### src/hw/hpp_consts.svh
// sizes fixed for a 4 KiB page of 64-byte lines; fifo depth must cover the whole page
`ifndef HPP_CONSTS_SVH
`define HPP_CONSTS_SVH

// one cache line per beat
`define HPP_LINE_BITS 512
`define HPP_LINE_BYTES 64

// page geometry
`define HPP_PAGE_LINES 64
`define HPP_OFS_BITS 6   // log2 of page lines

// memory port widths
`define HPP_ADDR_BITS 64
`define HPP_ID_BITS 12   // low bits carry the line offset

// done counter and outstanding counters
`define HPP_CNT_BITS 16

// reads never outrun the queue since a full page fits
`define HPP_FIFO_DEPTH 64

`endif

### src/hw/hpp_pkg.sv
// channel payloads use a valid bit per channel; ready travels as a separate wire
`default_nettype none

`include "hpp_consts.svh"

package hpp_pkg;

    // read address request whose id low bits hold the line offset
    typedef struct packed {
        logic                       valid;
        logic [`HPP_ID_BITS-1:0]    id;
        logic [`HPP_ADDR_BITS-1:0]  addr;
    } ar_req_t;

    typedef struct packed {
        logic                       valid;
        logic [`HPP_ID_BITS-1:0]    id;
        logic [`HPP_LINE_BITS-1:0]  data;   // one full line per response
    } r_rsp_t;

    typedef struct packed {
        logic                       valid;
        logic [`HPP_ID_BITS-1:0]    id;
        logic [`HPP_ADDR_BITS-1:0]  addr;
    } aw_req_t;

    typedef struct packed {
        logic                       valid;
        logic                       last;   // always set for single beat bursts
        logic [`HPP_LINE_BITS-1:0]  data;
    } w_req_t;

    typedef struct packed {
        logic                       valid;
        logic [`HPP_ID_BITS-1:0]    id;
    } b_rsp_t;

    // queued line tagged with its page offset
    typedef struct packed {
        logic [`HPP_OFS_BITS-1:0]   offset;
        logic [`HPP_LINE_BITS-1:0]  data;
    } line_entry_t;

    typedef enum logic {
        RD_IDLE,
        RD_ISSUE
    } rd_state_e;

    typedef enum logic [1:0] {
        WR_IDLE,
        WR_ADDR,
        WR_DATA
    } wr_state_e;

endpackage

`default_nettype wire

### src/hw/hpp_done_tracker.sv
// start is taken as accepted; a zero address only bumps the done count
`default_nettype none

`include "hpp_consts.svh"

module hpp_done_tracker (
    input  logic                        axi4_mm_clk,
    input  logic                        rst_n,
    input  logic                        start,
    input  logic [`HPP_ADDR_BITS-1:0]   src_addr,
    input  logic [`HPP_ADDR_BITS-1:0]   dst_addr,
    input  hpp_pkg::ar_req_t            ar,
    input  logic                        ar_ready,
    input  hpp_pkg::r_rsp_t             r,
    input  hpp_pkg::w_req_t             w,
    input  logic                        w_ready,
    input  hpp_pkg::b_rsp_t             b,
    input  logic                        issue_done,
    input  logic                        empty,
    input  logic                        write_idle,
    output logic                        r_ready,
    output logic                        b_ready,
    output logic                        ongoing,
    output logic                        busy,
    output logic [`HPP_CNT_BITS-1:0]    mig_done_cnt
);

    logic [`HPP_CNT_BITS-1:0]   rd_cnt;     // reads issued, not yet returned
    logic [`HPP_CNT_BITS-1:0]   wr_cnt;     // writes sent, not yet acked
    logic                       ar_fire;
    logic                       r_fire;
    logic                       w_fire;
    logic                       b_fire;
    logic                       zero_start;
    logic                       copy_end;

    assign r_ready = 1'b1;     // responses always sink
    assign b_ready = 1'b1;

    assign ar_fire = ar.valid & ar_ready;
    assign r_fire  = r.valid & r_ready;
    assign w_fire  = w.valid & w_ready;
    assign b_fire  = b.valid & b_ready;

    assign zero_start = start && ((src_addr == '0) || (dst_addr == '0));   // control command
    assign copy_end   = ongoing && issue_done && (rd_cnt == '0) && (wr_cnt == '0) &&
                        empty && write_idle;

    always_ff @(posedge axi4_mm_clk) begin
        if (!rst_n) begin
            rd_cnt       <= '0;
            wr_cnt       <= '0;
            ongoing      <= 1'b0;
            mig_done_cnt <= '0;
        end else begin
            if (ar_fire && !r_fire) begin
                rd_cnt <= rd_cnt + 1'b1;
            end else if (!ar_fire && r_fire) begin
                rd_cnt <= rd_cnt - 1'b1;
            end
            if (w_fire && !b_fire) begin
                wr_cnt <= wr_cnt + 1'b1;
            end else if (!w_fire && b_fire) begin
                wr_cnt <= wr_cnt - 1'b1;
            end
            if (start && !zero_start) begin
                ongoing <= 1'b1;
            end
            if (copy_end) begin
                ongoing <= 1'b0;   // busy drops with the count step
            end
            if (copy_end || zero_start) begin
                mig_done_cnt <= mig_done_cnt + 1'b1;
            end
        end
    end

    assign busy = ongoing;

endmodule

`default_nettype wire

### config.mk
export PLATFORM = sky130hd
export DESIGN_NAME = hpp_done_tracker
export DESIGN_NICKNAME = d
export VERILOG_FILES = /design/src/hw/hpp_pkg.sv /design/src/hw/hpp_done_tracker.sv
export VERILOG_INCLUDE_DIRS = /design/src /design/src/hw
export SDC_FILE = /design/constraint.sdc
export NUM_CORES = 1
export LEC_CHECK = 0
export BUFFER_PORTS_ARGS = -buffer_cell sky130_fd_sc_hd__buf_2
export CORE_AREA = 2 2 507 509
export DETAILED_ROUTE_END_ITERATION = 16
export DIE_AREA = 0 0 509 511
export PLACE_DENSITY_LB_ADDON = 0.05
export SLEW_MARGIN = 20
export SYNTH_ARGS = -nofsm -noshare
export SYNTH_HDL_FRONTEND = slang
export SYNTH_SLANG_ARGS = --single-unit
### constraint.sdc
create_clock -name axi4_mm_clk -period 3.2 [get_ports axi4_mm_clk]
set_input_delay 0.64 -clock axi4_mm_clk [delete_from_list [all_inputs] [get_ports axi4_mm_clk]]
set_output_delay 0.64 -clock axi4_mm_clk [all_outputs]
set_load 0.02 [all_outputs]
* After elaboration in Yosys (flattened, before gate mapping)
Cells that the tools add are included. W data, S select, Z words.
Storage, ports and cells: output and inout bits 20, register bits after elaboration 49, word-level logic and storage cells 41, bits of input ports 1265
Operators by class: reductions and logical operators 25, multiplexer cells 4, bitwise gates (word level) 3, $add $sub $neg 5
Operators with widths (count):
- $logic_not A64 Y1 | 2
- $mux W16 | 4
- $add A16 B1 Y16 const B | 3
- $logic_not A16 Y1 | 2
- $sub A16 B1 Y16 const B | 2
- $logic_and A1 B1 Y1 | 11
- $logic_not A1 Y1 | 5
- $reduce_bool A2 Y1 | 2
- $and A1 B1 Y1 | 2
- $logic_or A1 B1 Y1 | 2
- $reduce_or A2 Y1 | 1
- $not A1 Y1 | 1

* Logic depth before layout (Yosys ltp)
depth after elaboration 6, gate-level depth with buffers 11, gate-level depth less buffers 11

* Worst setup path after synthesis
OpenSTA, ideal clock, no wires.
path kind input to register, start input ar[76] (netlist bit), end register rd_cnt[15], buffers on the path 0, required time 3082 ps, library setup time 118 ps, arrival time 2982 ps, setup slack 99 ps, stages on the path 11, cell sequence and2_1 -> ha_1 -> inv_1 -> ha_1 -> a211oi_1 -> o21ai_1 -> a21oi_1 -> o31ai_1 -> a21o_1 -> a221o_1 -> mux2i_1
On the way: cells in the longest elaborated chain, start to end 4, elaborated cells on any way between the ends 6, those cells by class 1 x mux; 1 x bitwise; 4 x reduce/logical
RTL lines:
- from (decl) | line hpp_done_tracker.sv:12 | input hpp_pkg::ar_req_t ar,
- $and A1 B1 Y1 * | line hpp_done_tracker.sv:40 | assign ar_fire = ar.valid & ar_ready;
- $logic_not A1 Y1 | line hpp_done_tracker.sv:58 | end else if (!ar_fire && r_fire) begin
- $logic_and A1 B1 Y1 | line hpp_done_tracker.sv:58
- $reduce_bool A2 Y1 (no source line)
- to (signal assigned) | line hpp_done_tracker.sv:57 | rd_cnt <= rd_cnt + 1'b1;
- to (signal assigned) | line hpp_done_tracker.sv:59 | rd_cnt <= rd_cnt - 1'b1;
- to (decl) | line hpp_done_tracker.sv:28 | logic [`HPP_CNT_BITS-1:0] rd_cnt;
Mark *: on every way between the ends. The rest lies on a longest branch, timed or not. A chain may end at the register's enable or synchronous reset.

* Worst setup path after layout
start input ar[76] (netlist bit), end register rd_cnt[14]
The elaborated chain is that of the path after synthesis.

==> impl_summary.log <==
INFO  metric finish.cell_count_without_fillers = a little over 4k
INFO  metric cts_inserted_buffers = 5
INFO  metric pin_count = about 1.3k
INFO  metric rr_startpoint = wr_cnt[0]$_SDFFE_PN0P_
INFO  metric portBuffers = 157
INFO  metric hold_end = rd_cnt[15]$_SDFFE_PN0P_
INFO  metric dieArea = 260000 µm²
INFO  metric yosysTopAreaCell = sky130_fd_sc_hd__dfxtp_1
INFO  metric cts_htree_levels = 2
INFO  metric area_delta_synth_final = 154%
INFO  metric design.core.area = 255000 µm²
INFO  metric grt_pass1_wl = 38700 µm
INFO  metric power.leakage = 2.55 nW
INFO  metric fp.dieW = 509 µm
INFO  metric post_drt_wl_per_cell = 6.92 µm
INFO  metric power_switching = 1.87 mW
INFO  metric yosysUniqueCellTypes = 54
INFO  metric synth-edff-count = 0
INFO  metric drv_slew = 0
INFO  metric cts_root_buffer = sky130_fd_sc_hd__clkbuf_16
INFO  metric detail_route.iter0.violations = 88
INFO  metric final_nets = 2008
INFO  metric pwr_density_cell = 433 nW/µm²
INFO  metric multi_input_area = approximately 2700 µm²
INFO  metric number_of_vias_in_the_routed_layout = 4356
INFO  metric final_util = 3.79%
INFO  metric clock_sink_count = 49
INFO  metric timing.setup.critical_path_class = in -> reg
INFO  metric cp_max_fo = 12
INFO  metric syn_avg_cell_area = 8.16 µm²
INFO  metric worst_ep_arrival_time = 3.31 ns
INFO  metric proportion_of_power_drawn_by_combinational_gates = 61.3%
INFO  metric clock_path_buffers = 2
INFO  metric period_minus_slack = between 3 and 4 ns
INFO  metric netSwitchingFraction = 44.6%
INFO  metric power.clock.fraction = between 10% and 20%
INFO  metric grt_overflow_total = 0
INFO  metric ys_flop_type = sky130_fd_sc_hd__dfxtp_1
INFO  metric fin_tns_setup = 0 ns
INFO  metric worst_setup_start_kind = input pin
INFO  metric outcome = complete, no violations
INFO  metric place.detailed.instances = 4084
INFO  metric clock-skew-final = 0.0146 ns
INFO  metric cp-end-kind = register
INFO  metric antenna_violations_before_repair = 2
INFO  metric min-delay-start = rd_cnt[15]$_SDFFE_PN0P_
INFO  metric number_of_remaining_drc_errors = 0
INFO  metric tritoncts = done
INFO  metric cp.required = 3.46 ns
INFO  metric finalHoldViolCount = 0
INFO  metric min-delay-path-class = reg -> reg
INFO  metric holdWs = 0.486 ns
INFO  metric postRouteWirelength = between 20000 and 30000 µm
INFO  metric synth.ff_latch_count = approximately 50
INFO  metric grt_usage = 2.21%
INFO  metric grt_setup_unrepaired = false
INFO  metric slew-limit-headroom = 59.7%
INFO  metric grt_start_max_net_pins = 25
INFO  metric placementRows = between 150 and 200
INFO  metric vdd_drop_max = 0.179 mV
INFO  metric crit-reg2reg-capture = wr_cnt[14]$_SDFFE_PN0P_
INFO  metric first_global_vias = 4829
INFO  metric synthCells = 467
INFO  metric place.detailed.hpwl = 24000 µm
INFO  metric via_density_per_instance = 1.06
INFO  metric fmax = 328 MHz
INFO  metric gpl.final_weighted_congestion = around 0.64
INFO  metric filler_cell_count = a little over 30k
INFO  metric drtAntennaViolNets = 0
INFO  metric post_route_cells_drive_above_1_share = 39.6%
INFO  metric fin_total_pwr = 4.19 mW
INFO  metric die_h = between 500 and 600 µm
INFO  metric register_area = ~1000 µm²
INFO  metric cts_hold_buffers = 0
INFO  metric antenna_cells_inserted = 0
INFO  metric synthDominantCellAreaShare = around 26%
INFO  metric transition_time_of_the_tightest_slew_check_pin = between 0.5 and 0.6 ns
INFO  metric r2r.worst_path.cells = 11
INFO  metric async_reset_ff_share = 0%
INFO  metric post_synth_instance_area = 3810 µm²
INFO  metric min_delay_path_depth = 2
INFO  metric yosysWarnings = 0
INFO  metric sequential_element_share_of_the_synthesized_area = roughly a quarter
INFO  metric floorplan.initialDensity = 1.49%
INFO  metric rrSetupSlack = 0.52 ns
INFO  metric max_cap_violations = 0
INFO  metric layout_worst_path_cycle_share = 95.2%
INFO  metric p_seq_share = 21.9%
INFO  metric internal_power = 2.32 mW
INFO  metric cts.clk_slew.worst_paths = roughly 0.1 ns
INFO  metric synth.top_cells.by_area = sky130_fd_sc_hd__dfxtp_1 26%, sky130_fd_sc_hd__ha_1 11%, sky130_fd_sc_hd__nor4_1 6.4%
INFO  metric detailedRoute.firstPassIterationCount = 4
INFO  metric setup_viol = 0
INFO  metric clock_latency = 0.37 ns
## cells in the final DEF, fill, tap and decap left out, types with 5 or more instances in the layout
cell type and n:
sky130_fd_sc_hd__a211oi_1 9, sky130_fd_sc_hd__a211oi_2 9, sky130_fd_sc_hd__a21o_1 6, sky130_fd_sc_hd__a21oi_1 21, sky130_fd_sc_hd__and2_1 6, sky130_fd_sc_hd__and3_1 7
sky130_fd_sc_hd__buf_2 157, sky130_fd_sc_hd__buf_4 89, sky130_fd_sc_hd__clkbuf_16 5, sky130_fd_sc_hd__dfxtp_1 49, sky130_fd_sc_hd__ha_1 33, sky130_fd_sc_hd__inv_1 17
sky130_fd_sc_hd__mux2i_1 8, sky130_fd_sc_hd__nand2_1 38, sky130_fd_sc_hd__nand2b_1 6, sky130_fd_sc_hd__nand3_1 14, sky130_fd_sc_hd__nand4_1 13, sky130_fd_sc_hd__nor2_1 49
sky130_fd_sc_hd__nor3_1 10, sky130_fd_sc_hd__nor4_1 38, sky130_fd_sc_hd__o211ai_1 5, sky130_fd_sc_hd__o21a_1 6, sky130_fd_sc_hd__o21ai_0 9, sky130_fd_sc_hd__o21ai_1 9
sky130_fd_sc_hd__or3_1 9, sky130_fd_sc_hd__xnor2_1 21, sky130_fd_sc_hd__xor2_1 10
## metrics by stage
stage                     setup slack [ns]  area, µm²
after floorplan                     0.0995       3810
after global placement              -0.592       9480
after detailed placement            -0.567       9480
after CTS                           0.0771       9630
after global routing                0.0165       9670
final                                0.152       9670
## cells by family after synthesis
kind of cell             count (synthesis)  share of synthesized area (%)
buffers and inverters                   35                           4.14
multiplexers                             8                           2.10
XOR/XNOR                                31                           7.12
AO/OA/AOI/OAI                          104                           20.8
AND/OR/NAND/NOR                        204                           28.1
flip-flops                              49                           25.7
adder cells (fa/ha/maj)                 35                           11.9
other                                    1                         0.0984
## critical path, stage by stage
cell and delay (ns):
sky130_fd_sc_hd__buf_2 0.09, sky130_fd_sc_hd__and2_1 0.15, sky130_fd_sc_hd__ha_1 0.19, sky130_fd_sc_hd__inv_1 0.10, sky130_fd_sc_hd__buf_12 0.16, sky130_fd_sc_hd__ha_1 0.25, sky130_fd_sc_hd__buf_4 0.14, sky130_fd_sc_hd__nor2b_1 0.12
sky130_fd_sc_hd__o21ai_1 0.21, sky130_fd_sc_hd__a21boi_1 0.15, sky130_fd_sc_hd__o211a_1 0.35, sky130_fd_sc_hd__a311oi_2 0.36, sky130_fd_sc_hd__buf_4 0.18, sky130_fd_sc_hd__nor3_1 0.04, sky130_fd_sc_hd__nand3b_1 0.16
## Yosys cell counts (all sizes together), types with 2 or more instances
library cell / n
dfxtp: 49
nand4: 14
a311oi: 3
a2111oi: 4
nor4b: 2
buf: 8
nor2: 49
a211oi: 18
a21boi: 2
xnor2: 21
or3: 9
clkbuf: 8
a21o: 6
and2: 6
nor4: 41
nor2b: 3
a31oi: 3
a21oi: 21
nand2: 38
o2111ai: 3
o31ai: 3
o21ai: 19
o21a: 6
and3: 7
xor2: 10
ha: 33
nand2b: 6
nor3: 11
nand3: 14
mux2i: 8
o211a: 3
o211ai: 5
fa: 2
a221oi: 2
inv: 19
o41ai: 2
## worst max-delay path by stage
stage                start                      end  slack (ns)  cells past startpoint
floorplan           ar[76]  rd_cnt[15]$_SDFFE_PN0P_         0.1                     11
CTS                 w[513]  wr_cnt[15]$_SDFFE_PN0P_        0.08                     14
detailed placement  ar[76]  rd_cnt[15]$_SDFFE_PN0P_       -0.57                     14
global placement    w[513]  wr_cnt[15]$_SDFFE_PN0P_       -0.59                     14
finish              ar[76]  rd_cnt[14]$_SDFFE_PN0P_        0.15                     15
global route        w[513]  wr_cnt[15]$_SDFFE_PN0P_        0.02                     14
## per-layer routing
| metal | global-route usage [%] | share of wire (%) | vias to the layer above |
|---|---|---|---|
| li1 | - | - | 2243 |
| met1 | 2.75 | 47 | 1998 |
| met2 | 3.65 | 47 | 106 |
| met3 | 0.652 | 4.8 | 9 |
| met4 | 0.612 | 1.2 | 0 |
| met5 | 0 | 0 | - |
## area by class of cell
class	instances	area share, %
tap	3384	43.8
multi-input combinational	384	28.2
timing repair buffer	249	15.7
sequential	49	10.1
clock buffer	6	1.33
inverter	19	0.763
clock inverter	2	0.142
## sequential cells by signal (all words and copies together) (netlist names)
register,count
busy,1
wr_cnt,16
rd_cnt,16
mig_done_cnt,16
## power groups by stage
stage / Sequential [mW] / Clock (mW) / Combinational [mW]
2_1_floorplan: 0.853 / 0 / 1.36
3_3_place_gp: 0.957 / 0 / 2.68
3_5_place_dp: 0.949 / 0 / 2.58
4_1_cts: 0.937 / 0.821 / 2.61
5_1_grt: 0.957 / 0.813 / 2.93
6_report: 0.917 / 0.704 / 2.57
## repair_timing
action / in CTS / in global routing
endpoints found under the setup margin: 2 / 5
pin swaps: 1 / 3
setup buffers: 0 / 1
gates resized for setup: 2 / 6
(Power assumes the default switching activity.)
