### config.mk
export PLATFORM = sky130hd
export DESIGN_NAME = hpp_read_engine
export DESIGN_NICKNAME = d
export VERILOG_FILES = /design/src/hw/hpp_pkg.sv /design/src/hw/hpp_read_engine.sv
export VERILOG_INCLUDE_DIRS = /design/src /design/src/hw
export SDC_FILE = /design/constraint.sdc
export NUM_CORES = 1
export LEC_CHECK = 0
export BUFFER_PORTS_ARGS = -buffer_cell sky130_fd_sc_hd__buf_2
export CAP_MARGIN = 20
export CORE_AREA = 3 3 464 466
export DETAILED_ROUTE_END_ITERATION = 7
export DIE_AREA = 0 0 467 469
export PLACE_DENSITY_LB_ADDON = 0.15
export SLEW_MARGIN = 20
export SYNTH_ARGS = -nofsm -noshare
export SYNTH_HDL_FRONTEND = slang
export SYNTH_SLANG_ARGS = --single-unit
### constraint.sdc
create_clock -name axi4_mm_clk -period 6.08 [get_ports axi4_mm_clk]
set_input_delay 0.304 -clock axi4_mm_clk [delete_from_list [all_inputs] [get_ports axi4_mm_clk]]
set_output_delay 0.304 -clock axi4_mm_clk [all_outputs]
set_load 0.02 [all_outputs]
### src/hw/hpp_consts.svh
// sizes fixed for a 4 KiB page of 64-byte lines; fifo depth must cover the whole page
`ifndef HPP_CONSTS_SVH
`define HPP_CONSTS_SVH

// one cache line per beat
`define HPP_LINE_BITS 512
`define HPP_LINE_BYTES 64

// page geometry
`define HPP_PAGE_LINES 64
`define HPP_OFS_BITS 6   // log2 of page lines

// memory port widths
`define HPP_ADDR_BITS 64
`define HPP_ID_BITS 12   // low bits carry the line offset

// done counter and outstanding counters
`define HPP_CNT_BITS 16

// reads never outrun the queue since a full page fits
`define HPP_FIFO_DEPTH 64

`endif

### src/hw/hpp_pkg.sv
// channel payloads use a valid bit per channel; ready travels as a separate wire
`default_nettype none

`include "hpp_consts.svh"

package hpp_pkg;

    // read address request whose id low bits hold the line offset
    typedef struct packed {
        logic                       valid;
        logic [`HPP_ID_BITS-1:0]    id;
        logic [`HPP_ADDR_BITS-1:0]  addr;
    } ar_req_t;

    typedef struct packed {
        logic                       valid;
        logic [`HPP_ID_BITS-1:0]    id;
        logic [`HPP_LINE_BITS-1:0]  data;   // one full line per response
    } r_rsp_t;

    typedef struct packed {
        logic                       valid;
        logic [`HPP_ID_BITS-1:0]    id;
        logic [`HPP_ADDR_BITS-1:0]  addr;
    } aw_req_t;

    typedef struct packed {
        logic                       valid;
        logic                       last;   // always set for single beat bursts
        logic [`HPP_LINE_BITS-1:0]  data;
    } w_req_t;

    typedef struct packed {
        logic                       valid;
        logic [`HPP_ID_BITS-1:0]    id;
    } b_rsp_t;

    // queued line tagged with its page offset
    typedef struct packed {
        logic [`HPP_OFS_BITS-1:0]   offset;
        logic [`HPP_LINE_BITS-1:0]  data;
    } line_entry_t;

    typedef enum logic {
        RD_IDLE,
        RD_ISSUE
    } rd_state_e;

    typedef enum logic [1:0] {
        WR_IDLE,
        WR_ADDR,
        WR_DATA
    } wr_state_e;

endpackage

`default_nettype wire

### src/hw/hpp_read_engine.sv
// start must only pulse while idle; r is always accepted, so every return is pushed
`default_nettype none

`include "hpp_consts.svh"

module hpp_read_engine (
    input  logic                        axi4_mm_clk,
    input  logic                        rst_n,
    input  logic                        start,
    input  logic [`HPP_ADDR_BITS-1:0]   src_addr,
    input  logic                        ongoing,
    output hpp_pkg::ar_req_t            ar,
    input  logic                        ar_ready,
    input  hpp_pkg::r_rsp_t             r,
    output logic                        push,
    output hpp_pkg::line_entry_t        push_entry,
    output logic                        issue_done
);

    hpp_pkg::rd_state_e         state;
    hpp_pkg::rd_state_e         state_nxt;
    logic [`HPP_ADDR_BITS-1:0]  src_base;   // page base, held for the whole copy
    logic [`HPP_OFS_BITS-1:0]   rd_ofs;     // next line to request
    logic                       ar_fire;
    logic                       last_line;

    assign ar_fire   = ar.valid & ar_ready;
    assign last_line = rd_ofs == `HPP_OFS_BITS'(`HPP_PAGE_LINES - 1);

    always_comb begin
        state_nxt = state;
        case (state)
            hpp_pkg::RD_IDLE: begin
                if (ongoing && !issue_done) begin   // fresh copy, nothing sent yet
                    state_nxt = hpp_pkg::RD_ISSUE;
                end
            end
            hpp_pkg::RD_ISSUE: begin
                if (ar_fire && last_line) begin
                    state_nxt = hpp_pkg::RD_IDLE;
                end
            end
            default: state_nxt = hpp_pkg::RD_IDLE;
        endcase
    end

    always_ff @(posedge axi4_mm_clk) begin
        if (!rst_n) begin
            state      <= hpp_pkg::RD_IDLE;
            rd_ofs     <= '0;
            issue_done <= 1'b0;
        end else begin
            state <= state_nxt;
            if (start) begin
                rd_ofs     <= '0;       // restart at line 0
                issue_done <= 1'b0;
            end else if (ar_fire) begin
                rd_ofs <= rd_ofs + 1'b1;
                if (last_line) begin
                    issue_done <= 1'b1; // stays up until the next start
                end
            end
        end
    end

    always_ff @(posedge axi4_mm_clk) begin
        if (start) begin
            src_base <= src_addr;
        end
    end

    // request held stable while ar_ready is low, offset only moves on fire
    assign ar.valid = state == hpp_pkg::RD_ISSUE;
    assign ar.id    = `HPP_ID_BITS'(rd_ofs);
    assign ar.addr  = src_base + `HPP_ADDR_BITS'(rd_ofs) * `HPP_LINE_BYTES;

    // r_ready is tied high, so a valid beat is a fire
    assign push              = r.valid;
    assign push_entry.offset = r.id[`HPP_OFS_BITS-1:0];
    assign push_entry.data   = r.data;

endmodule

`default_nettype wire

---- After elaboration in Yosys (flattened, before gate mapping) ----
Cells that the tools add are included.
storage, ports and cells
  register bits ........................... 72
  bits in latches ......................... 0
  RAM bits ................................ 0
  bits in read-only memories .............. 0
  bits of input ports ..................... 594
  output and inout port bits .............. 597
  word-level logic and storage cells ...... 18
  memories kept ........................... 0
cells by class
  $add $sub $neg .......................... 2
  $mul .................................... 0
  divide/modulo/power cells ............... 0
  magnitude comparators ................... 0
  equal/unequal tests ..................... 1
  shift operators ......................... 0
  multiplexer cells ....................... 3
  bitwise operators ....................... 3
  reductions and logical operators ........ 5
operator list
  cell                                         number
  adder 64 x 12 -> 64 bit                      1
  adder 6 x 1 -> 6 bit, second input constant  1
  == test 6 bit, second input constant         1
  logical AND 1 bit                            2
  two-way mux 1 bit                            2
  inverter 1 bit                               2
  case mux 1 bit (2 select lines)              1
  AND reduction 2 bit                          1
  OR reduction 2 bit                           1
  bitwise AND 1 bit                            1
  zero test 1 bit                              1

---- Longest topological paths before layout ----
Gate-level depths: netlist of run 1.
  depth in word-level cells ............... 4
  mapped depth ............................ 8

---- Worst setup path after synthesis of run 1 ----
Ideal clock, no wire load.
  kind .................................... flip-flop to output port
  from .................................... register rd_ofs[0]
  to ...................................... output ar[60] (netlist bit)
  arrival ................................. 2,584 ps
  data required time ...................... 5,776 ps
  setup slack ............................. 3,192 ps
  cell stages (with the launch flop) ...... 9
  cell sequence ........................... dfxtp_1 ha_1 inv_1 fa_1 nor2b_1 o211ai_2 a2111oi_4 nand4_1 xnor2_1
RTL lines
  what                    line                   source
  from (decl)             hpp_read_engine.sv:23  logic [`HPP_OFS_BITS-1:0] rd_ofs;
  from (signal assigned)  hpp_read_engine.sv:58  rd_ofs <= rd_ofs + 1'b1;
  to (decl)               hpp_read_engine.sv:12  output hpp_pkg::ar_req_t ar,

==> impl_results.md, run 1 <==
- Clk_lat worst skew: 340 ps
- R2R Setup Slk: 4760 ps
- Fin. max-slew vios: 0
- Layout cells sized above 1: 36.1%
- Initial core utilization: 3.59%
- Post-CTS Setup Bufs: 0
- Die Span Y: 469 µm
- Max Cap Viol: 0
- Final Critical Period: 3820 ps
- Worst r2r path cells: 6
- Vias in the first global route: 4301
- RSZ-0062 raised after global routing: no
- Syn Area/Cell: 9.15 µm²
- FF+latch count, synth: 72
- Yosys top cell area share: 52.6%
- PortBufs: 140
- Clock root cell: clkbuf_16
- HP Class: input pin to flop
- Mapped Area: 7590 µm²
- Synth warn: 0
- H-tree levels: 3
- Worst Setup EP: ar[52]
- Total GRT Usage: 10.3%
- Gate Count Post-Synth: 830
- Worst vdd ir: 0.000109 V
- Via density per instance: 1.25
- Relative slew slack: 38.2%
- CORE AREA: 212000 µm²
- Final antenna-violating net count: 0
- Post-route insts no fill: 3295
- Register area share after synthesis: 27.4%
- Clock slew at reported path FFs: 60 ps
- Post-Place Cell Area: 7850 µm²
- DR WL/cell: 36.3 µm
- TritonCTS Buffers: 9
- Worst clock skew: 0.750 ps
- PwrDens: 181 nW/µm²
- GRT Residual Overflow: 0
- Crit path from: rd_ofs[0]$_SDFFE_PP0P_
- CTS Buffer Depth: 2
- Worst setup SP type: flop
- Routed vias: 4131
- Post-cts hold buffer count: 0
- Reg-to-reg critical path endpoint: issue_done$_SDFFE_PP0P_
- PostCTS Resize Cnt: 0
- Placed cell count: 3262
- DR pass1 iterations: 4
- Final Net Count: 1054
- Num rows: 169
- Initial DRC Count: 212
- Fin area: 8260 µm²
- Antenna violations before repair: 34
- Total negative slack: 0 ps
- Fmax: 262 MHz
- Routed WL: 120 mm
- Startpoint of the worst-slack reg-to-reg timing path: rd_ofs[1]$_SDFFE_PP0P_
- HPWL after DPL: 115 mm
- Commonest non-fill, non-tap cell in the layout: buf_2
- Critical-path maximum fanout: 8
- Top-Level Pins: 1191
- Sink Count: 72
- Pin count of the biggest net entering global routing: 66
- Worst path required time: 5780 ps
- Hold Vio Cnt, Final: 0
- Slew @ Worst Pin: 926 ps
- Ranking of synthesized cells by area: buf_4 (53%), edfxtp_1 (25%), xnor2_1 (4.3%)
- Kind of critical path: flop to output port
- Final Setup Violations: 0
- Arrival time worst endpoint: 3510 ps
- Commonest non-fill, non-tap cells in the layout: buf_2 (140), edfxtp_1 (64), xnor2_1 (36)
- Die X: 467 µm
- Routability cong.: 0.911
- Largest area contributor in the netlist: buf_4
- Leakage power total: 0.00200 µW
- Period utilisation layout: 62.8%
- Setup crit end kind: output port
- Full die area: 219000 µm²
- Area grow syn2layout: 8.78%
- Yosys cell types: 40
- Drt drc: 0
- TritonCTS clock tree: built
- Outcome: completed
- Global-route wire length before repair: 128 mm
==> Yosys cell counts <==
master     instances
or4_1              2
a211oi_1           2
edfxtp_1          64
nor2_1            23
nand2b_1           2
o21a_1             1
nand2_2            1
nor3_1             8
o211ai_1           3
and4b_1            1
o211a_1            1
nand3_1           20
o2111ai_1          2
or4_4              1
or2_2              1
a2111oi_4          1
nor4_1            12
nor2b_1            2
buf_2              2
nor3_2             1
inv_1             11
and4_1             6
a21o_1             2
conb_1             1
o21ai_0            1
o21ai_1            2
nand2_1           23
xnor2_1           37
fa_1               1
buf_4            532
nand4_1           10
clkbuf_1           1
o211ai_2           1
and2_1             2
a21oi_1            6
nand4_4            1
and3_1             4
xor2_1            24
dfxtp_1            8
ha_1               7
==> stage by stage <==
step | hold WS [ps] | util, % | worst slack, ps | total power (µW)
final | 131 | 3.90 | 2260 | 1490
after global routing | 110 | 3.89 | 1960 | 1560
after CTS | 107 | 3.88 | 2020 | 1540
after detailed placement | 482 | 3.71 | 2410 | 846
after global placement | 481 | 3.71 | 2450 | 846
after floorplan | 403 | - | 3190 | 1210
==> routing by layer <==
| layer | up-vias | GRT usage, % | part of all wire (%) |
|---|---|---|---|
| li1 | 1430 | - | - |
| met1 | 1623 | 3.28 | 12 |
| met2 | 907 | 19.0 | 52 |
| met3 | 129 | 16.6 | 34 |
| met4 | 42 | 1.87 | 1.9 |
| met5 | - | 1.30 | 0.52 |
==> logic make-up (layout without fill, tap and decap cells) <==
logic type	after synthesis	after routing	share of synthesized area [%]
XOR/XNOR	61	61	7.03
AND/OR/NAND/NOR	120	120	8.50
adder cells (fa/ha/maj)	8	8	1.42
other	1	23	0.0494
buffers and inverters	546	168	53.3
AO/OA/AOI/OAI	22	22	2.27
flip-flops	72	72	27.4
==> where the power goes <==
group	switching, µW	internal, µW
sequential	43.1	580
combinational	135	62.9
clock	226	444
==> how the worst min path moves through the flow <==
stage	start	endpoint	slack, ps	cells after the start
global placement	src_addr[37]	src_base[37]$_DFFE_PP_	480	1
floorplan	src_addr[0]	src_base[0]$_DFFE_PP_	400	0
detailed placement	src_addr[3]	src_base[3]$_DFFE_PP_	480	1
finish	src_addr[37]	src_base[37]$_DFFE_PP_	130	1
global route	src_addr[28]	src_base[28]$_DFFE_PP_	110	1
CTS	src_addr[37]	src_base[37]$_DFFE_PP_	110	1
==> sequential cells by signal (all words and copies together) (netlist names) <==
| name | flops |
|---|---|
| src_base | 64 |
| rd_ofs | 6 |
| issue_done | 1 |
| state | 1 |
==> area by class of cell <==
class                           instances  area (µm²)
Clock inverter                          7         143
Multi-Input combinational cell        217        1490
Sequential cell                        72        2080
Timing Repair Buffer                  141         708
Antenna cell                           17        42.5
Inverter                               11        41.3
Clock buffer                            9         225
Fill cell                           25000      203000
Tap cell                             2821        3530
==> worst max-delay path: stages, from the launching register on <==
cell and delay [ps]:
dfxtp_1 430, ha_1 240, inv_1 70, fa_1 420, nor2b_1 280, o211ai_2 190
a2111oi_4 780, nand4_1 190, xnor2_1 300, buf_2 260
No activity file was read; power rests on OpenSTA's default activity.
==> run 2: changes to the inputs <==
ABC_AREA = 1   (was unset)
CORE_AREA = 3 3 462 464   (was 3 3 464 466)
DIE_AREA = 0 0 465 467   (was 0 0 467 469)
clock period = 3.44 ns   (was 6.08 ns; I/O delays follow)
==> run 2 against run 1 <==
  * Core utilization grew 0.77 points
  * Sequential power is 80% higher
  * Global-route usage is 2.4 points higher
  * Largest power group is now sequential cells
  * Clock power up 61%
  * Sequential cell count stayed put
  * Cell area rose by 19%
  * Register-to-register slack worse by 2900 ps
  * Critical endpoint is now ar[60]
==> impl_results.md, run 2 <==
- Period utilisation layout: 90.4%
- Top flop regs: src_base x64, rd_ofs x6 (unchanged)
- Full die area: 217000 µm² (was 219000 µm²)
- Pre-CTS setup slack: 359 ps (was 2410 ps)
- Number of flops mapped to enable cells by yosys: 64 (unchanged)
- Sink Count: 72 (unchanged)
- Total negative slack: 0 ps (unchanged)
- Biggest register: src_base (unchanged)
- Final Critical Period: 3110 ps
- CORE AREA: 210000 µm² (was 212000 µm²)
- Overall Power: 2720 µW (was 1490 µW)
- Slew @ Worst Pin: 584 ps (was 926 ps)
- Fin area: 9800 µm² (was 8260 µm²)
- Max Cap Viol: 0 (unchanged)
- Kind of critical path: flop to output port (unchanged)
- Initial core utilization: 4.11% (was 3.59%)
- Worst clock skew: 1.37 ps (was 0.750 ps)
- Drt drc: 0 (unchanged)
- Routed WL: 144 mm (was 120 mm)
- Routed vias: 5769 (was 4131)
- Fill cells: 24900 (was 25000)
- Die Span Y: 467 µm (was 469 µm)
- Register area share after synthesis: 24.2% (was 27.4%)
- H-tree levels: 3 (unchanged)
- DR pass1 iterations: 4 (unchanged)
- Via density per instance: 1.59 (was 1.25)
- Routability cong.: 0.885 (was 0.911)
- Final Setup Violations: 0 (unchanged)
- Final Net Count: 1418 (was 1054)
- Fmax: 322 MHz
- Ranking of synthesized cells by area: buf_4 (46%), edfxtp_1 (22%), nand2_1 (8.5%) (was buf_4 (53%), edfxtp_1 (25%), xnor2_1 (4.3%))
- Worst hold slack: 23.8 ps (was 131 ps)
- Clk_lat worst skew: 360 ps (was 340 ps)
- Ys async rst share: 0% (unchanged)
- Commonest cells post-synth: buf_4 (532), nand2_1 (195), nor2_1 (83) (was buf_4 (532), edfxtp_1 (64), xnor2_1 (37))
- Syn Area/Cell: 7.64 µm² (was 9.15 µm²)
- Worst Slack Setup Final: 332 ps (was 2260 ps)
- PortBufs: 140 (unchanged)
- Relative slew slack: 60.9% (was 38.2%)
- Fin. max-slew vios: 0 (unchanged)
- Pin count of the biggest net entering global routing: 18 (was 66)
- TritonCTS clock tree: built (unchanged)
- Yosys cell types: 33 (was 40)
- Area grow syn2layout: 13.7% (was 8.78%)
- Commonest non-fill, non-tap cell in the layout: nand2_1 (was buf_2)
- Clock slew at reported path FFs: 70 ps (was 60 ps)
- CTS Buffer Depth: 2 (unchanged)
- TritonCTS Buffers: 9 (unchanged)
- Gate Count Post-Synth: 1127 (was 830)
- Post-CTS Setup Bufs: 0 (unchanged)
- Worst vdd ir: 0.000165 V (was 0.000109 V)
- Max FFs per register: 64 (unchanged)
- Worst setup SP type: flop (unchanged)
- Main synth FF type: edfxtp_1 (unchanged)
- Setup crit end kind: output port (unchanged)
- Final antenna-violating net count: 0 (unchanged)
- RSZ-0062 raised after global routing: no (unchanged)
- Total GRT Usage: 12.6% (was 10.3%)
- Clock root cell: clkbuf_16 (unchanged)
- HPWL after DPL: 139 mm (was 115 mm)
- Initial DRC Count: 204 (was 212)
- Commonest non-fill, non-tap cells in the layout: nand2_1 (193), buf_2 (140), nor2_1 (83) (was buf_2 (140), edfxtp_1 (64), xnor2_1 (36))
- Post-Place Cell Area: 8930 µm² (was 7850 µm²)
- Mapped Area: 8620 µm² (was 7590 µm²)
- Yosys top cell area share: 46.4% (was 52.6%)
- Hold Vio Cnt, Final: 0 (unchanged)
- Worst path required time: 3270 ps (was 5780 ps)
- Largest area contributor in the netlist: buf_4 (unchanged)
- Antenna violations before repair: 3 (was 34)
- HP Class: input pin to flop (unchanged)
- Outcome: completed (unchanged)
- Critical-path maximum fanout: 5 (was 8)
- Count leader, synth: buf_4 (unchanged)
- Die X: 465 µm (was 467 µm)
- GRT Residual Overflow: 0 (unchanged)
- Num rows: 168 (was 169)
- Arrival time worst endpoint: 2940 ps (was 3510 ps)
- FF+latch count, synth: 72 (unchanged)
- Vias in the first global route: 6091 (was 4301)
- Leakage power total: 0.00292 µW (was 0.00200 µW)
- Global-route wire length before repair: 157 mm (was 128 mm)
- DR WL/cell: 39.6 µm (was 36.3 µm)
- Top-Level Pins: 1191 (unchanged)
- Layout cells sized above 1: 26.1% (was 36.1%)
- Synth warn: 0 (unchanged)
- PwrDens: 277 nW/µm² (was 181 nW/µm²)
[run 2: changes by cell type in the layout (fill, tap and decap cells not counted), moves of 23 or more]
cell	previous run	this run
nand2_1	23	193
inv_1	11	73
nor2_1	23	83
dlygate4sd3_1	0	54
xnor2_1	36	13
[run 2: critical path, stage by stage, from the launching register on]
cell and delay, ps:
dfxtp_1 410, ha_2 250, inv_1 60, fa_1 460
inv_1 130, nand3_1 90, nand3_2 140, nand2_1 80
nand2_2 170, nand2_1 160, o21ai_0 220, nand2_1 180
buf_2 210
[run 2: cell type report]
type	count	area (µm²)	share of cell area, %
multi-input combinational	453	2280	23.3
sequential	72	2080	21.2
antenna	1	2.50	0.0255
timing repair buffer	206	1330	13.6
inverter	74	278	2.83
clock buffer	10	229	2.34
clock inverter	5	82.6	0.843
tap	2805	3510	35.8
[run 2: timing repair]
action	CTS	global route
hold endpoints to repair	54	0
hold buffers	54	0
resized for setup	2	2
setup endpoints to repair	2	7
[run 2: logic make-up after synthesis]
family / count (synthesis) / synth area share [%]
xor gates and xnor gates: 30 / 3.05
buffers and inverters: 607 / 49.7
DFF: 72 / 24.2
and+or+nand+nor: 387 / 20.2
AOI/OAI and AO/OA: 22 / 1.60
other: 1 / 0.0435
adders and majority gates: 8 / 1.25
[run 2: path summary, 6_finish.rpt]
path	from	to	slack (ps)	depth (start not counted)
max reg2reg	state$_SDFF_PN0_	state$_SDFF_PN0_	1860	5
min	src_addr[39]	src_base[39]$_DFFE_PP_	20	1
max	rd_ofs[0]$_SDFFE_PP0P_	ar[60]	330	12
min reg2reg	rd_ofs[0]$_SDFFE_PP0P_	rd_ofs[0]$_SDFFE_PP0P_	560	2
[run 2: per-stage QoR]
| step | cells | utilization [%] |
|---|---|---|
| 2_1_floorplan | 1132 | - |
| 3_3_place_gp | 3556 | 4.26 |
| 3_5_place_dp | 3556 | 4.26 |
| 4_1_cts | 3625 | 4.67 |
| 5_1_grt | 3626 | 4.68 |
| 6_report | 3626 | 4.68 |
[run 2: metal layers]
layer	track usage [%]	routed length (µm)
met5	0.461	96
met4	2.55	3000
met3	19.3	46600
met2	23.3	74500
met1	4.85	19500
[run 2: power by group]
| group | internal (µW) | switching [µW] |
|---|---|---|
| clock network | 634 | 445 |
| logic | 177 | 343 |
| registers | 1030 | 93.2 |
