[src/hw/hpp_consts.svh]
// sizes fixed for a 4 KiB page of 64-byte lines; fifo depth must cover the whole page
`ifndef HPP_CONSTS_SVH
`define HPP_CONSTS_SVH

// one cache line per beat
`define HPP_LINE_BITS 512
`define HPP_LINE_BYTES 64

// page geometry
`define HPP_PAGE_LINES 64
`define HPP_OFS_BITS 6   // log2 of page lines

// memory port widths
`define HPP_ADDR_BITS 64
`define HPP_ID_BITS 12   // low bits carry the line offset

// done counter and outstanding counters
`define HPP_CNT_BITS 16

// reads never outrun the queue since a full page fits
`define HPP_FIFO_DEPTH 64

`endif

[src/hw/hpp_pkg.sv]
// channel payloads use a valid bit per channel; ready travels as a separate wire
`default_nettype none

`include "hpp_consts.svh"

package hpp_pkg;

    // read address request whose id low bits hold the line offset
    typedef struct packed {
        logic                       valid;
        logic [`HPP_ID_BITS-1:0]    id;
        logic [`HPP_ADDR_BITS-1:0]  addr;
    } ar_req_t;

    typedef struct packed {
        logic                       valid;
        logic [`HPP_ID_BITS-1:0]    id;
        logic [`HPP_LINE_BITS-1:0]  data;   // one full line per response
    } r_rsp_t;

    typedef struct packed {
        logic                       valid;
        logic [`HPP_ID_BITS-1:0]    id;
        logic [`HPP_ADDR_BITS-1:0]  addr;
    } aw_req_t;

    typedef struct packed {
        logic                       valid;
        logic                       last;   // always set for single beat bursts
        logic [`HPP_LINE_BITS-1:0]  data;
    } w_req_t;

    typedef struct packed {
        logic                       valid;
        logic [`HPP_ID_BITS-1:0]    id;
    } b_rsp_t;

    // queued line tagged with its page offset
    typedef struct packed {
        logic [`HPP_OFS_BITS-1:0]   offset;
        logic [`HPP_LINE_BITS-1:0]  data;
    } line_entry_t;

    typedef enum logic {
        RD_IDLE,
        RD_ISSUE
    } rd_state_e;

    typedef enum logic [1:0] {
        WR_IDLE,
        WR_ADDR,
        WR_DATA
    } wr_state_e;

endpackage

`default_nettype wire

[src/hw/hpp_write_engine.sv]
// single-beat writes; w may go before aw, and a line is popped when its aw fires
`default_nettype none

`include "hpp_consts.svh"

module hpp_write_engine (
    input  logic                        axi4_mm_clk,
    input  logic                        rst_n,
    input  logic                        start,
    input  logic [`HPP_ADDR_BITS-1:0]   dst_addr,
    input  hpp_pkg::line_entry_t        head,
    input  logic                        empty,
    output logic                        pop,
    output hpp_pkg::aw_req_t            aw,
    input  logic                        aw_ready,
    output hpp_pkg::w_req_t             w,
    input  logic                        w_ready,
    output logic                        idle
);

    hpp_pkg::wr_state_e         state;
    hpp_pkg::wr_state_e         state_nxt;
    logic [`HPP_ADDR_BITS-1:0]  dst_base;
    logic [`HPP_LINE_BITS-1:0]  wdata_q;    // popped line waiting on w
    logic                       w_sent;     // w already went out ahead of aw
    logic                       aw_fire;
    logic                       w_fire;

    // handshakes fire only in the states that drive the matching valid
    assign aw_fire = (state == hpp_pkg::WR_ADDR) && aw_ready;
    assign w_fire  = (((state == hpp_pkg::WR_ADDR) && !w_sent) ||
                      (state == hpp_pkg::WR_DATA)) && w_ready;

    always_comb begin
        state_nxt = state;
        pop       = 1'b0;
        aw        = '0;
        w         = '0;
        w.last    = 1'b1;       // one beat per line
        w.data    = wdata_q;
        case (state)
            hpp_pkg::WR_IDLE: begin
                if (!empty) begin
                    state_nxt = hpp_pkg::WR_ADDR;
                end
            end
            hpp_pkg::WR_ADDR: begin
                // head is valid here, nothing pops until aw fires
                aw.valid = 1'b1;
                aw.id    = `HPP_ID_BITS'(head.offset);
                aw.addr  = dst_base + `HPP_ADDR_BITS'(head.offset) * `HPP_LINE_BYTES;
                w.valid  = !w_sent;
                w.data   = head.data;
                if (aw_fire) begin
                    pop = 1'b1;
                    if (w_fire || w_sent) begin
                        state_nxt = hpp_pkg::WR_IDLE;   // line done, recheck queue
                    end else begin
                        state_nxt = hpp_pkg::WR_DATA;   // data still owed
                    end
                end
            end
            hpp_pkg::WR_DATA: begin
                w.valid = 1'b1;
                if (w_fire) begin
                    // no pop in this state, so a non-empty head is a fresh line
                    state_nxt = empty ? hpp_pkg::WR_IDLE : hpp_pkg::WR_ADDR;
                end
            end
            default: state_nxt = hpp_pkg::WR_IDLE;
        endcase
    end

    always_ff @(posedge axi4_mm_clk) begin
        if (!rst_n) begin
            state  <= hpp_pkg::WR_IDLE;
            w_sent <= 1'b0;
        end else begin
            state <= state_nxt;
            if (aw_fire) begin
                w_sent <= 1'b0;
            end else if ((state == hpp_pkg::WR_ADDR) && w_fire) begin
                w_sent <= 1'b1;     // hold aw alone until it goes
            end
        end
    end

    always_ff @(posedge axi4_mm_clk) begin
        if (start) begin
            dst_base <= dst_addr;
        end
        if (aw_fire) begin
            wdata_q <= head.data;   // copy before the head moves on
        end
    end

    assign idle = state == hpp_pkg::WR_IDLE;

endmodule

`default_nettype wire

[config.mk]
export PLATFORM = sky130hd
export DESIGN_NAME = hpp_write_engine
export DESIGN_NICKNAME = d
export VERILOG_FILES = /design/src/hw/hpp_pkg.sv /design/src/hw/hpp_write_engine.sv
export VERILOG_INCLUDE_DIRS = /design/src /design/src/hw
export SDC_FILE = /design/constraint.sdc
export NUM_CORES = 1
export LEC_CHECK = 0
export BUFFER_PORTS_ARGS = -buffer_cell sky130_fd_sc_hd__buf_2
export CAP_MARGIN = 30
export CORE_AREA = 2 2 455 457
export CTS_BUF_LIST = sky130_fd_sc_hd__clkbuf_8 sky130_fd_sc_hd__clkbuf_16
export DETAILED_ROUTE_END_ITERATION = 16
export DIE_AREA = 0 0 457 459
export PLACE_DENSITY_LB_ADDON = 0.2
export SLEW_MARGIN = 15
export SYNTH_ARGS = -nofsm -noshare
export SYNTH_HDL_FRONTEND = slang
export SYNTH_SLANG_ARGS = --single-unit
[constraint.sdc]
create_clock -name axi4_mm_clk -period 20.3 [get_ports axi4_mm_clk]
set_clock_uncertainty 0.15 [all_clocks]
set_input_delay 4.06 -clock axi4_mm_clk [delete_from_list [all_inputs] [get_ports axi4_mm_clk]]
set_output_delay 4.06 -clock axi4_mm_clk [all_outputs]
set_load 0.02 [all_outputs]
After elaboration in Yosys (flattened, before gate mapping)
Cells that the tools add are included.
Widths: inputs -> output; s select.
- register bits: 579
- word-level logic and storage cells: 32
- input bits: 588
- eq/ne operators: 5
- reductions and logical operators: 10
- $add $sub $neg: 1
- mux-type cells: 11
- bitwise logic cells: 1
- operators with widths (operator ; number):
    $mux 512 ; 1
    $mux 77 ; 1
    $add 64x12->64 ; 1
    $mux 2 ; 4
    $ne 2x2->1 const B ; 3
    $pmux 2 s3 ; 1
    $logic_and 1x1->1 ; 4
    $mux 1 ; 3
    $reduce_and 3->1 ; 1
    $eq 2x1->1 const B ; 1
    $eq 2x2->1 const B ; 1
    $logic_not 2->1 ; 1
    $logic_or 1x1->1 ; 2
    $pmux 1 s2 ; 1
    $reduce_or 2->1 ; 1
    $logic_not 1->1 ; 1
    $not 1->1 ; 1

Logic depth before layout (Yosys ltp)
Gate-level depths: netlist of run 1.
- word-level depth: 8
- gate-level depth with buffers: 8
- mapped depth without buffers: 7

Least setup slack after synthesis of run 1
No wires, ideal clock.
- path type: input port to output port
- start point: input port aw_ready
- end point: output port pop
- setup slack: 0.474 ns
- arrival time: 15.616 ns
- data required time: 16.090 ns
- stages on the path: 1
- path through: and2_1
- longest elaborated chain between the ends: 3
- RTL lines (element ; line ; RTL):
    start, declared ; hpp_write_engine.sv:15 ; input logic aw_ready,
    $logic_and 1x1->1 ; hpp_write_engine.sv:30 ; assign aw_fire = (state == hpp_pkg::WR_ADDR) && aw_ready;
    $mux 1 ; hpp_write_engine.sv:54 ; if (aw_fire) begin
    $mux 1 ; hpp_write_engine.sv:41 ; case (state)
    end, declared ; hpp_write_engine.sv:13 ; output logic pop,
No other way between the ends.

==> qor.yml, run 1 <==
run_status:
  outcome: "finished clean"
global_route:
  met1_usage_pct: 13.2
  grt_first_pass_wirelength_microns: 162000
  antenna_found_initial: 76
  grt_overflow_total: 0
  grt.busiest_layer: "met2"
  grt_start_max_net_pins: 136
  grt_pass1_vias: 18300
  grt_usage_pct: 11.1
  grt.met2_usage_pct: 17.9
  use_met3_pct: 5.25
pwr:
  fin_total_pwr_mw: 3.95
  leakage_nw: 13.9
  ir_drop_mv: 0.0634
  powerDensity_nw_per_um2: 107
route:
  vias: 18300
  routed_wirelength_microns: 122000
  initialDrtViolationCount: 1068
  wire_per_inst_microns: 22.5
  drt_pass1_iterations: 5
  drc: 0
  routed_via_density: 3.36
  antenna_left: 0
clock_network:
  clk_pin_slew_ns: 0.06
  clkSinkCount: 579
  numCtsBuffers: 79
  ctsHtreeMaxLevel: 3
  clk-insertion-delay-late_ns: 0.68
  cts_tree: "done"
  cts_root_buffer: "clkbuf_16"
  cts_setup_buffers: 0
  cts-resized-gates: 0
  ctsLongestPathBuffers: 3
  postCtsHoldBufs: 0
die:
  core-area_sq_um: 206000
  num_io_pins: 1181
  rows: 167
  initial_utilization_pct: 12.3
  die_w_microns: 457
  die_area_sq_um: 210000
  die_height_microns: 459
sta:
  fmax_mhz: 89.5
  hold_ws_ns: 0.365
  rsz0062_at_grt: "no"
  setup_viol: 0
  max_slew.worst_pin.slew_ns: 0.943
  fin_tns_setup_ns: 0
  slew_headroom_pct: 37.2
  post-route-period-util_pct: 55.1
  slew_viol_final: 0
  layout_setup_ws_ns: 9.12
  fin_crit_ns: 11.18
  hold_viol_final: 0
worst_setup_path:
  cp_slowest_cell: "or4_1"
  start_kind: "input port"
  path_cells: "buf_2 -> ha_1 -> o2111a_2 -> nand4_4 -> or4_1 -> or4_1 -> a21oi_1 -> buf_2"
  crit_buf_inv: 2
  arrival_ns: 6.97
  cpLargestDelayFamily: "simple AND/OR/NAND/NOR gates"
  worstSetupPathType: "in2out"
  cpPeakStageDelay_ns: 0.89
  endpoint_kind: "output pin"
  crit_fanout: 28
  cp.required_ns: 16.09
finish:
  nets: 3256
  flow.area_growth_from_synthesis_pct: 46.3
  drive_gt1_share_pct: 67.0
  fin_util_pct: 18.0
yosys:
  synth_warnings: 0
  ys.flop_type: "edfxtp_1"
  seq_area_frac_synth_pct: 68.8
  ys_ff_latch: 579
  async_flop_share_pct: 0
  syn_inst: 1456
  synth_edf_count: 576
  yosysUniqueCellTypes: 43
  syn_area_per_cell_sq_um: 17.3
  syn_area_sq_um: 25200
placed_design:
  dp_hpwl_microns: 97400
  io_buffers: 1173
  place_congestion: 0.820
  post-place-ws_ns: 9.13
min_path:
  hp-class: "reg2reg"
run:
  maxCapViolations: 0
==> final timing paths <==
check / startpoint / end / slack [ns] / cells after the start
max: head[517] / aw[63] / 9.12 / 8
min: w_sent / w_sent / 0.37 / 2
max reg2reg: state[1] / wdata_q[133] / 14.41 / 10
min reg2reg: w_sent / w_sent / 0.37 / 2
==> flip-flops by register name, indices dropped and copies added, names as in the netlist <==
name	count
dst_base	64
state	2
w_sent	1
wdata_q	512
==> layout by cell type (no fill, tap or decap), types with 5 or more instances in the layout <==
master,synthesis,layout
buf_2,3,1173
edfxtp_1,576,576
mux2_2,512,512
clkbuf_16,0,80
nor2_1,38,38
xnor2_1,32,32
a21oi_1,27,27
inv_1,8,27
nand2_1,23,23
diode_2,0,22
buf_4,7,22
o21ai_0,18,18
clkinv_1,0,17
and2_1,17,16
or3_1,16,16
nor4_1,15,15
nand3_1,11,11
clkinv_2,0,11
nand4_1,10,10
ha_1,10,9
conb_1,2,7
or4_1,6,6
nor3_1,6,6
and4_1,5,5
nor4b_1,5,5
==> report_power, final <==
group          switching [mW]  internal (mW)
logic                   0.723          0.407
registers              0.0313           1.43
clock network           0.587          0.769
==> per-stage QoR <==
step           instances  area (sq um)
6_report            5441         36900
5_1_grt             5426         36900
4_1_cts             5419         36900
3_5_place_dp        5280         34400
3_3_place_gp        5279         34400
2_1_floorplan       1461         25300
==> cells in the mapped netlist, types with 2 or more instances <==
| cell | count | area share (%) |
|---|---|---|
| buf_4 | 7 | 0.21 |
| xnor2_1 | 32 | 1.1 |
| or3_1 | 16 | 0.40 |
| nand2_1 | 23 | 0.34 |
| nand2b_1 | 2 | 0.050 |
| o21ai_0 | 18 | 0.36 |
| and3_1 | 2 | 0.050 |
| nor2_1 | 38 | 0.57 |
| a21o_1 | 2 | 0.059 |
| edfxtp_1 | 576 | 69 |
| nand4_1 | 10 | 0.25 |
| clkbuf_1 | 67 | 1.0 |
| a211o_1 | 2 | 0.069 |
| o31ai_1 | 3 | 0.089 |
| ha_1 | 10 | 0.50 |
| and2_1 | 17 | 0.42 |
| nor3_1 | 6 | 0.12 |
| a21boi_0 | 4 | 0.12 |
| mux2_2 | 512 | 23 |
| buf_1 | 5 | 0.074 |
| buf_2 | 3 | 0.059 |
| nor3b_1 | 4 | 0.12 |
| dfxtp_1 | 3 | 0.24 |
| xor2_1 | 4 | 0.14 |
| conb_1 | 2 | 0.030 |
| inv_1 | 8 | 0.12 |
| or4_1 | 6 | 0.18 |
| nand3_1 | 11 | 0.22 |
| nor4_1 | 15 | 0.37 |
| nor4b_1 | 5 | 0.17 |
| a21oi_1 | 27 | 0.54 |
| and4_1 | 5 | 0.17 |
==> kinds of logic (layout without fill, tap and decap cells) <==
family / count (synthesis) / count (layout) / share of synthesized area [%]
other: 2 / 29 / 0.0298
xor gates and xnor gates: 36 / 36 / 1.25
buffers and inverters: 90 / 1344 / 1.46
DFF: 579 / 579 / 68.8
adders and majority gates: 11 / 11 / 0.575
and+or+nand+nor: 166 / 166 / 3.70
AOI/OAI and AO/OA: 60 / 60 / 1.38
muxes: 512 / 512 / 22.8
==> worst register-to-register path, cell delays in order, from the launching register on <==
cell and delay (ns):
dfxtp_1 0.34, inv_1 0.12, ha_4 0.56, buf_4 0.63
and2_4 0.43, buf_4 0.29, buf_4 0.56, buf_4 0.75
buf_4 0.86, buf_4 0.56, buf_12 0.30
==> routing by layer <==
| layer | vias to the layer above | wire [microns] |
|---|---|---|
| li1 | 8111 | - |
| met1 | 9003 | 49800 |
| met2 | 894 | 56300 |
| met3 | 234 | 12600 |
| met4 | 64 | 3270 |
| met5 | - | 402 |
==> layout make-up <==
class,instances,area [sq um]
fillers,22700,169000
flip-flops and latches,579,17400
multi-input cells,792,7550
repair buffers,1197,6080
well taps,2704,3380
clock buffers,80,2000
clock inverters,59,462
diodes,22,55.1
inverters,8,30.0
Power figures use the tool's default switching activity.
==> run 2: changes to the inputs <==
--- a/config.mk
+++ b/config.mk
@@ -6,12 +6,13 @@
 export SDC_FILE = /design/constraint.sdc
 export NUM_CORES = 1
 export LEC_CHECK = 0
+export ABC_AREA = 1
 export BUFFER_PORTS_ARGS = -buffer_cell sky130_fd_sc_hd__buf_2
 export CAP_MARGIN = 30
-export CORE_AREA = 2 2 455 457
+export CORE_AREA = 2 2 466 468
 export CTS_BUF_LIST = sky130_fd_sc_hd__clkbuf_8 sky130_fd_sc_hd__clkbuf_16
 export DETAILED_ROUTE_END_ITERATION = 16
-export DIE_AREA = 0 0 457 459
+export DIE_AREA = 0 0 468 470
 export PLACE_DENSITY_LB_ADDON = 0.2
 export SLEW_MARGIN = 15
 export SYNTH_ARGS = -nofsm -noshare
==> constraint.sdc (replaced) <==
create_clock -name axi4_mm_clk -period 10.8 [get_ports axi4_mm_clk]
set_clock_uncertainty 0.15 [all_clocks]
set_input_delay 2.16 -clock axi4_mm_clk [delete_from_list [all_inputs] [get_ports axi4_mm_clk]]
set_output_delay 2.16 -clock axi4_mm_clk [all_outputs]
set_load 0.02 [all_outputs]
==> run 2 against run 1 <==
Combinational power increased to 4.9 times the previous value. Sequential share of layout area is 1.8 points lower. Critical path type unchanged. Register-to-register slack got worse by 8.3 ns. Flip-flop and latch count unchanged. Die area rose by 4.9%. Critical endpoint is now aw[40]. Highest routed layer unchanged. Cell count increased by 27%. Critical path depth increased by 5. Global-route usage up 3.4 points. Synthesized cell count rose by 94%. Design area up 4.0%.
==> qor.yml, run 2 <==
clock_network:
  cts_tree: "done"  # unchanged
  numCtsBuffers: 84  # was 79
  postCtsHoldBufs: 0  # unchanged
  clk-insertion-delay-late_ns: 0.72  # was 0.68 ns
  cts-resized-gates: 0  # unchanged
  ctsHtreeMaxLevel: 3  # unchanged
  clk_pin_slew_ns: 0.06  # about the same
  clkSinkCount: 579  # unchanged
  ctsLongestPathBuffers: 3  # unchanged
  cts_setup_buffers: 0  # unchanged
  cts_root_buffer: "clkbuf_16"  # unchanged
yosys:
  synth_top_area_cell: "edfxtp_1"  # unchanged
  seq_area_frac_synth_pct: 65.7  # was 68.8%
  synthMuxAreaShare_pct: 0  # was 22.8%
  synthSimpleGateAreaFrac_pct: 28.7  # was 3.70%
  async_flop_share_pct: 0  # unchanged
  syn_area_sq_um: 26400  # was 25200 sq um
  synth_warnings: 0  # unchanged
  synth_fa_ha_area_share_pct: 0.550  # was 0.575%
  ys_ff_latch: 579  # unchanged
  ys.flop_type: "edfxtp_1"  # unchanged
  netlist_top_cells_count: "1732 x nand2_1, 576 x edfxtp_1, 128 x nor2_1"  # was 576 x edfxtp_1, 512 x mux2_2, 67 x clkbuf_1
  synthXorXnorAreaFrac_pct: 0.365  # was 1.25%
  synth.area.top_cells: "edfxtp_1 65%, nand2_1 25%, nor2_1 1.8%"  # was edfxtp_1 69%, mux2_2 23%, xnor2_1 1.1%
  synth-compound-area-share_pct: 1.28  # was 1.38%
  yosysUniqueCellTypes: 43  # unchanged
  syn_inst: 2822  # was 1456
  synth_edf_count: 576  # unchanged
  synth_top_family_by_area: "simple AND/OR/NAND/NOR gates"  # was multiplexers
  yosysMostFrequentCell: "nand2_1"  # was edfxtp_1
  synth.top_cell.area_share_pct: 65.5  # was 68.5%
  syn_area_per_cell_sq_um: 9.36  # was 17.3 sq um
pwr:
  switchingPower_mw: 5.55  # was 1.34 mW
  leakage_nw: 17.4  # was 13.9 nW
  p_int_mw: 5.80  # was 2.61 mW
  p_clk_share_pct: 25.1  # was 34.3%
  p_comb_share_pct: 48.6  # was 28.6%
  powerDensity_nw_per_um2: 295  # was 107 nW/um^2
  power_switching_share_pct: 48.9  # was 34.0%
  ir_drop_mv: 0.142  # was 0.0634 mV
  seqPwrFrac_pct: 26.3  # was 37.1%
placed_design:
  io_buffers: 1173  # unchanged
  dp_hpwl_microns: 134000  # was 97400 microns
  dpl_cell_area_sq_um: 35600  # was 34400 sq um
  place_congestion: 0.889  # was 0.820
worst_setup_path:
  path_cells: "buf_2 -> ha_1 -> fa_1 -> nand2_1 -> nand2_1 -> nand3b_4 -> nand2_2 -> nand3_1 -> nor2_1 -> nand2_1 -> nand2_1 -> nor2_1 -> buf_2"  # was buf_2 -> ha_1 -> o2111a_2 -> nand4_4 -> or4_1 -> or4_1 -> a21oi_1 -> buf_2
  crit_buf_inv: 2  # unchanged
  path_common_cell: "nand2_1"
  endpoint_kind: "output pin"  # unchanged
  r2r_slack_ns: 6.13  # was 14.41 ns
  r2r_start: "state[1]"  # unchanged
  worstSetupPathType: "in2out"  # unchanged
  cp.required_ns: 8.49  # was 16.09 ns
  arrival_ns: 4.57  # was 6.97 ns
  crit_fanout: 7  # was 28
  crit_start: "head[512]"  # was head[517]
  cpPeakStageDelay_ns: 0.42  # was 0.89 ns
  cpLargestDelayFamily: "simple AND/OR/NAND/NOR gates"  # unchanged
  cp_slowest_cell: "fa_1"  # was or4_1
  start_kind: "input port"  # unchanged
finish:
  nFillCells: 24600  # was 22.7k
  largest-register: "wdata_q"  # unchanged
  final_common_cell: "nand2_1"  # was buf_2
  nets: 4580  # was 3256
  largest_reg_flops: 512  # unchanged
  layout_common_cells: "1732 x nand2_1, 1173 x buf_2, 576 x edfxtp_1"  # was 1173 x buf_2, 576 x edfxtp_1, 512 x mux2_2
  drive_gt1_share_pct: 33.8  # was 67.0%
  reg.largest.list: "wdata_q: 512 flops, dst_base: 64 flops, state: 2 flops"  # unchanged
  flow.area_growth_from_synthesis_pct: 45.4  # was 46.3%
  final_area_sq_um: 38400  # was 36900 sq um
global_route:
  grt_overflow_total: 0  # unchanged
  grt_pass1_vias: 23300  # was 18.3k
  antenna_found_initial: 137  # was 76
  grt_usage_pct: 14.5  # was 11.1%
  grt_start_max_net_pins: 179  # was 136
  grt_first_pass_wirelength_microns: 216000  # was 162000 microns
run_status:
  outcome: "finished clean"  # unchanged
die:
  num_io_pins: 1181  # unchanged
  core-area_sq_um: 216000  # was 206000 sq um
  die_area_sq_um: 220000  # was 210000 sq um
  die_height_microns: 470  # was 459 microns
  die_w_microns: 468  # was 457 microns
  rows: 171  # was 167
  initial_utilization_pct: 12.2  # was 12.3%
route:
  initialDrtViolationCount: 1621  # was 1068
  vias: 24300  # was 18.3k
  routed_wirelength_microns: 167000  # was 122000 microns
  routed_via_density: 3.52  # was 3.36
  antenna_left: 0  # unchanged
  drt_pass1_iterations: 5  # unchanged
  wire_per_inst_microns: 24.1  # was 22.5 microns
  drc: 0  # unchanged
min_path:
  hp-start: "w_sent"  # unchanged
  hp-class: "reg2reg"  # unchanged
run:
  maxCapViolations: 0  # unchanged
sta:
  fmax_mhz: 145
  max_slew.worst_pin.slew_ns: 1.11  # was 0.943 ns
  slew_viol_final: 0  # unchanged
  slew_headroom_pct: 26.3  # was 37.2%
  hold_viol_final: 0  # unchanged
  post-route-period-util_pct: 63.7
  fin_tns_setup_ns: 0  # unchanged
  setup_viol: 0  # unchanged
  fin_crit_ns: 6.88
  rsz0062_at_grt: "no"  # unchanged
run 2: changes by cell type after synthesis, moves of 25 or more:
| cell | before | now |
|---|---|---|
| inv_1 | 8 | 74 |
| xnor2_1 | 32 | 1 |
| nand2_1 | 23 | 1732 |
| nand3_1 | 11 | 36 |
| buf_2 | 3 | 41 |
| nor2_1 | 38 | 128 |
| mux2_2 | 512 | 0 |
run 2: cell type report:
| type | count | area (sq um) | area share (%) |
|---|---|---|---|
| Clock buffer | 85 | 2130 | 5.54 |
| Timing Repair Buffer | 1197 | 6130 | 16.0 |
| Multi-Input combinational cell | 2040 | 8210 | 21.4 |
| Inverter | 79 | 309 | 0.805 |
| Tap cell | 2854 | 3570 | 9.30 |
| Antenna cell | 19 | 47.5 | 0.124 |
| Clock inverter | 67 | 651 | 1.69 |
| Sequential cell | 579 | 17400 | 45.2 |
run 2: power groups by stage:
stage | Clock, mW | Combinational, mW | Sequential [mW]
2_1_floorplan | 0 | 2.96 | 3.13
6_report | 2.85 | 5.51 | 2.98
3_3_place_gp | 0 | 5.69 | 3.03
5_1_grt | 3.06 | 6.02 | 3.01
3_5_place_dp | 0 | 5.68 | 3.03
4_1_cts | 3.01 | 5.69 | 2.99
run 2: final timing paths:
kind | depth (start not counted) | to
setup / recovery | 13 | aw[40]
hold / removal | 2 | w_sent
setup reg to reg | 8 | wdata_q[334]
hold reg to reg | 2 | w_sent
run 2: cells by family (layout without fill, tap and decap cells):
kind of cell / count (synthesis) / after routing
xor+xnor: 11 / 11
fa+ha+maj: 11 / 11
buf+inv: 208 / 1428
flops: 579 / 579
compound gates: 56 / 56
other cells: 2 / 26
simple gates: 1955 / 1955
run 2: tightest hold or removal path, stage by stage (launching register included):
cell and delay [ns]:
dfxtp_1 0.37, a21oi_1 0.05, nor2_1 0.08
run 2: stage by stage:
step / hold WS, ns / instances / worst slack [ns] / power [mW] / util [%]
CTS: 0.379 / 6900 / 3.75 / 11.7 / 17.8
global placement: 0.366 / 6747 / 3.72 / 8.72 / 16.5
floorplan: 0.309 / 2827 / 0.223 / 6.09 / -
finish: 0.390 / 6920 / 3.92 / 11.3 / 17.8
global route: 0.408 / 6909 / 3.71 / 12.1 / 17.8
detailed placement: 0.367 / 6748 / 3.76 / 8.71 / 16.5
run 2: metal layers:
metal | share of wire (%) | GRT usage (%) | vias to the layer above
met5 | 0.17 | 0 | -
met4 | 3.4 | 4.43 | 42
met3 | 11 | 6.60 | 352
met2 | 46 | 24.1 | 1201
met1 | 39 | 16.6 | 11300
li1 | - | - | 11400
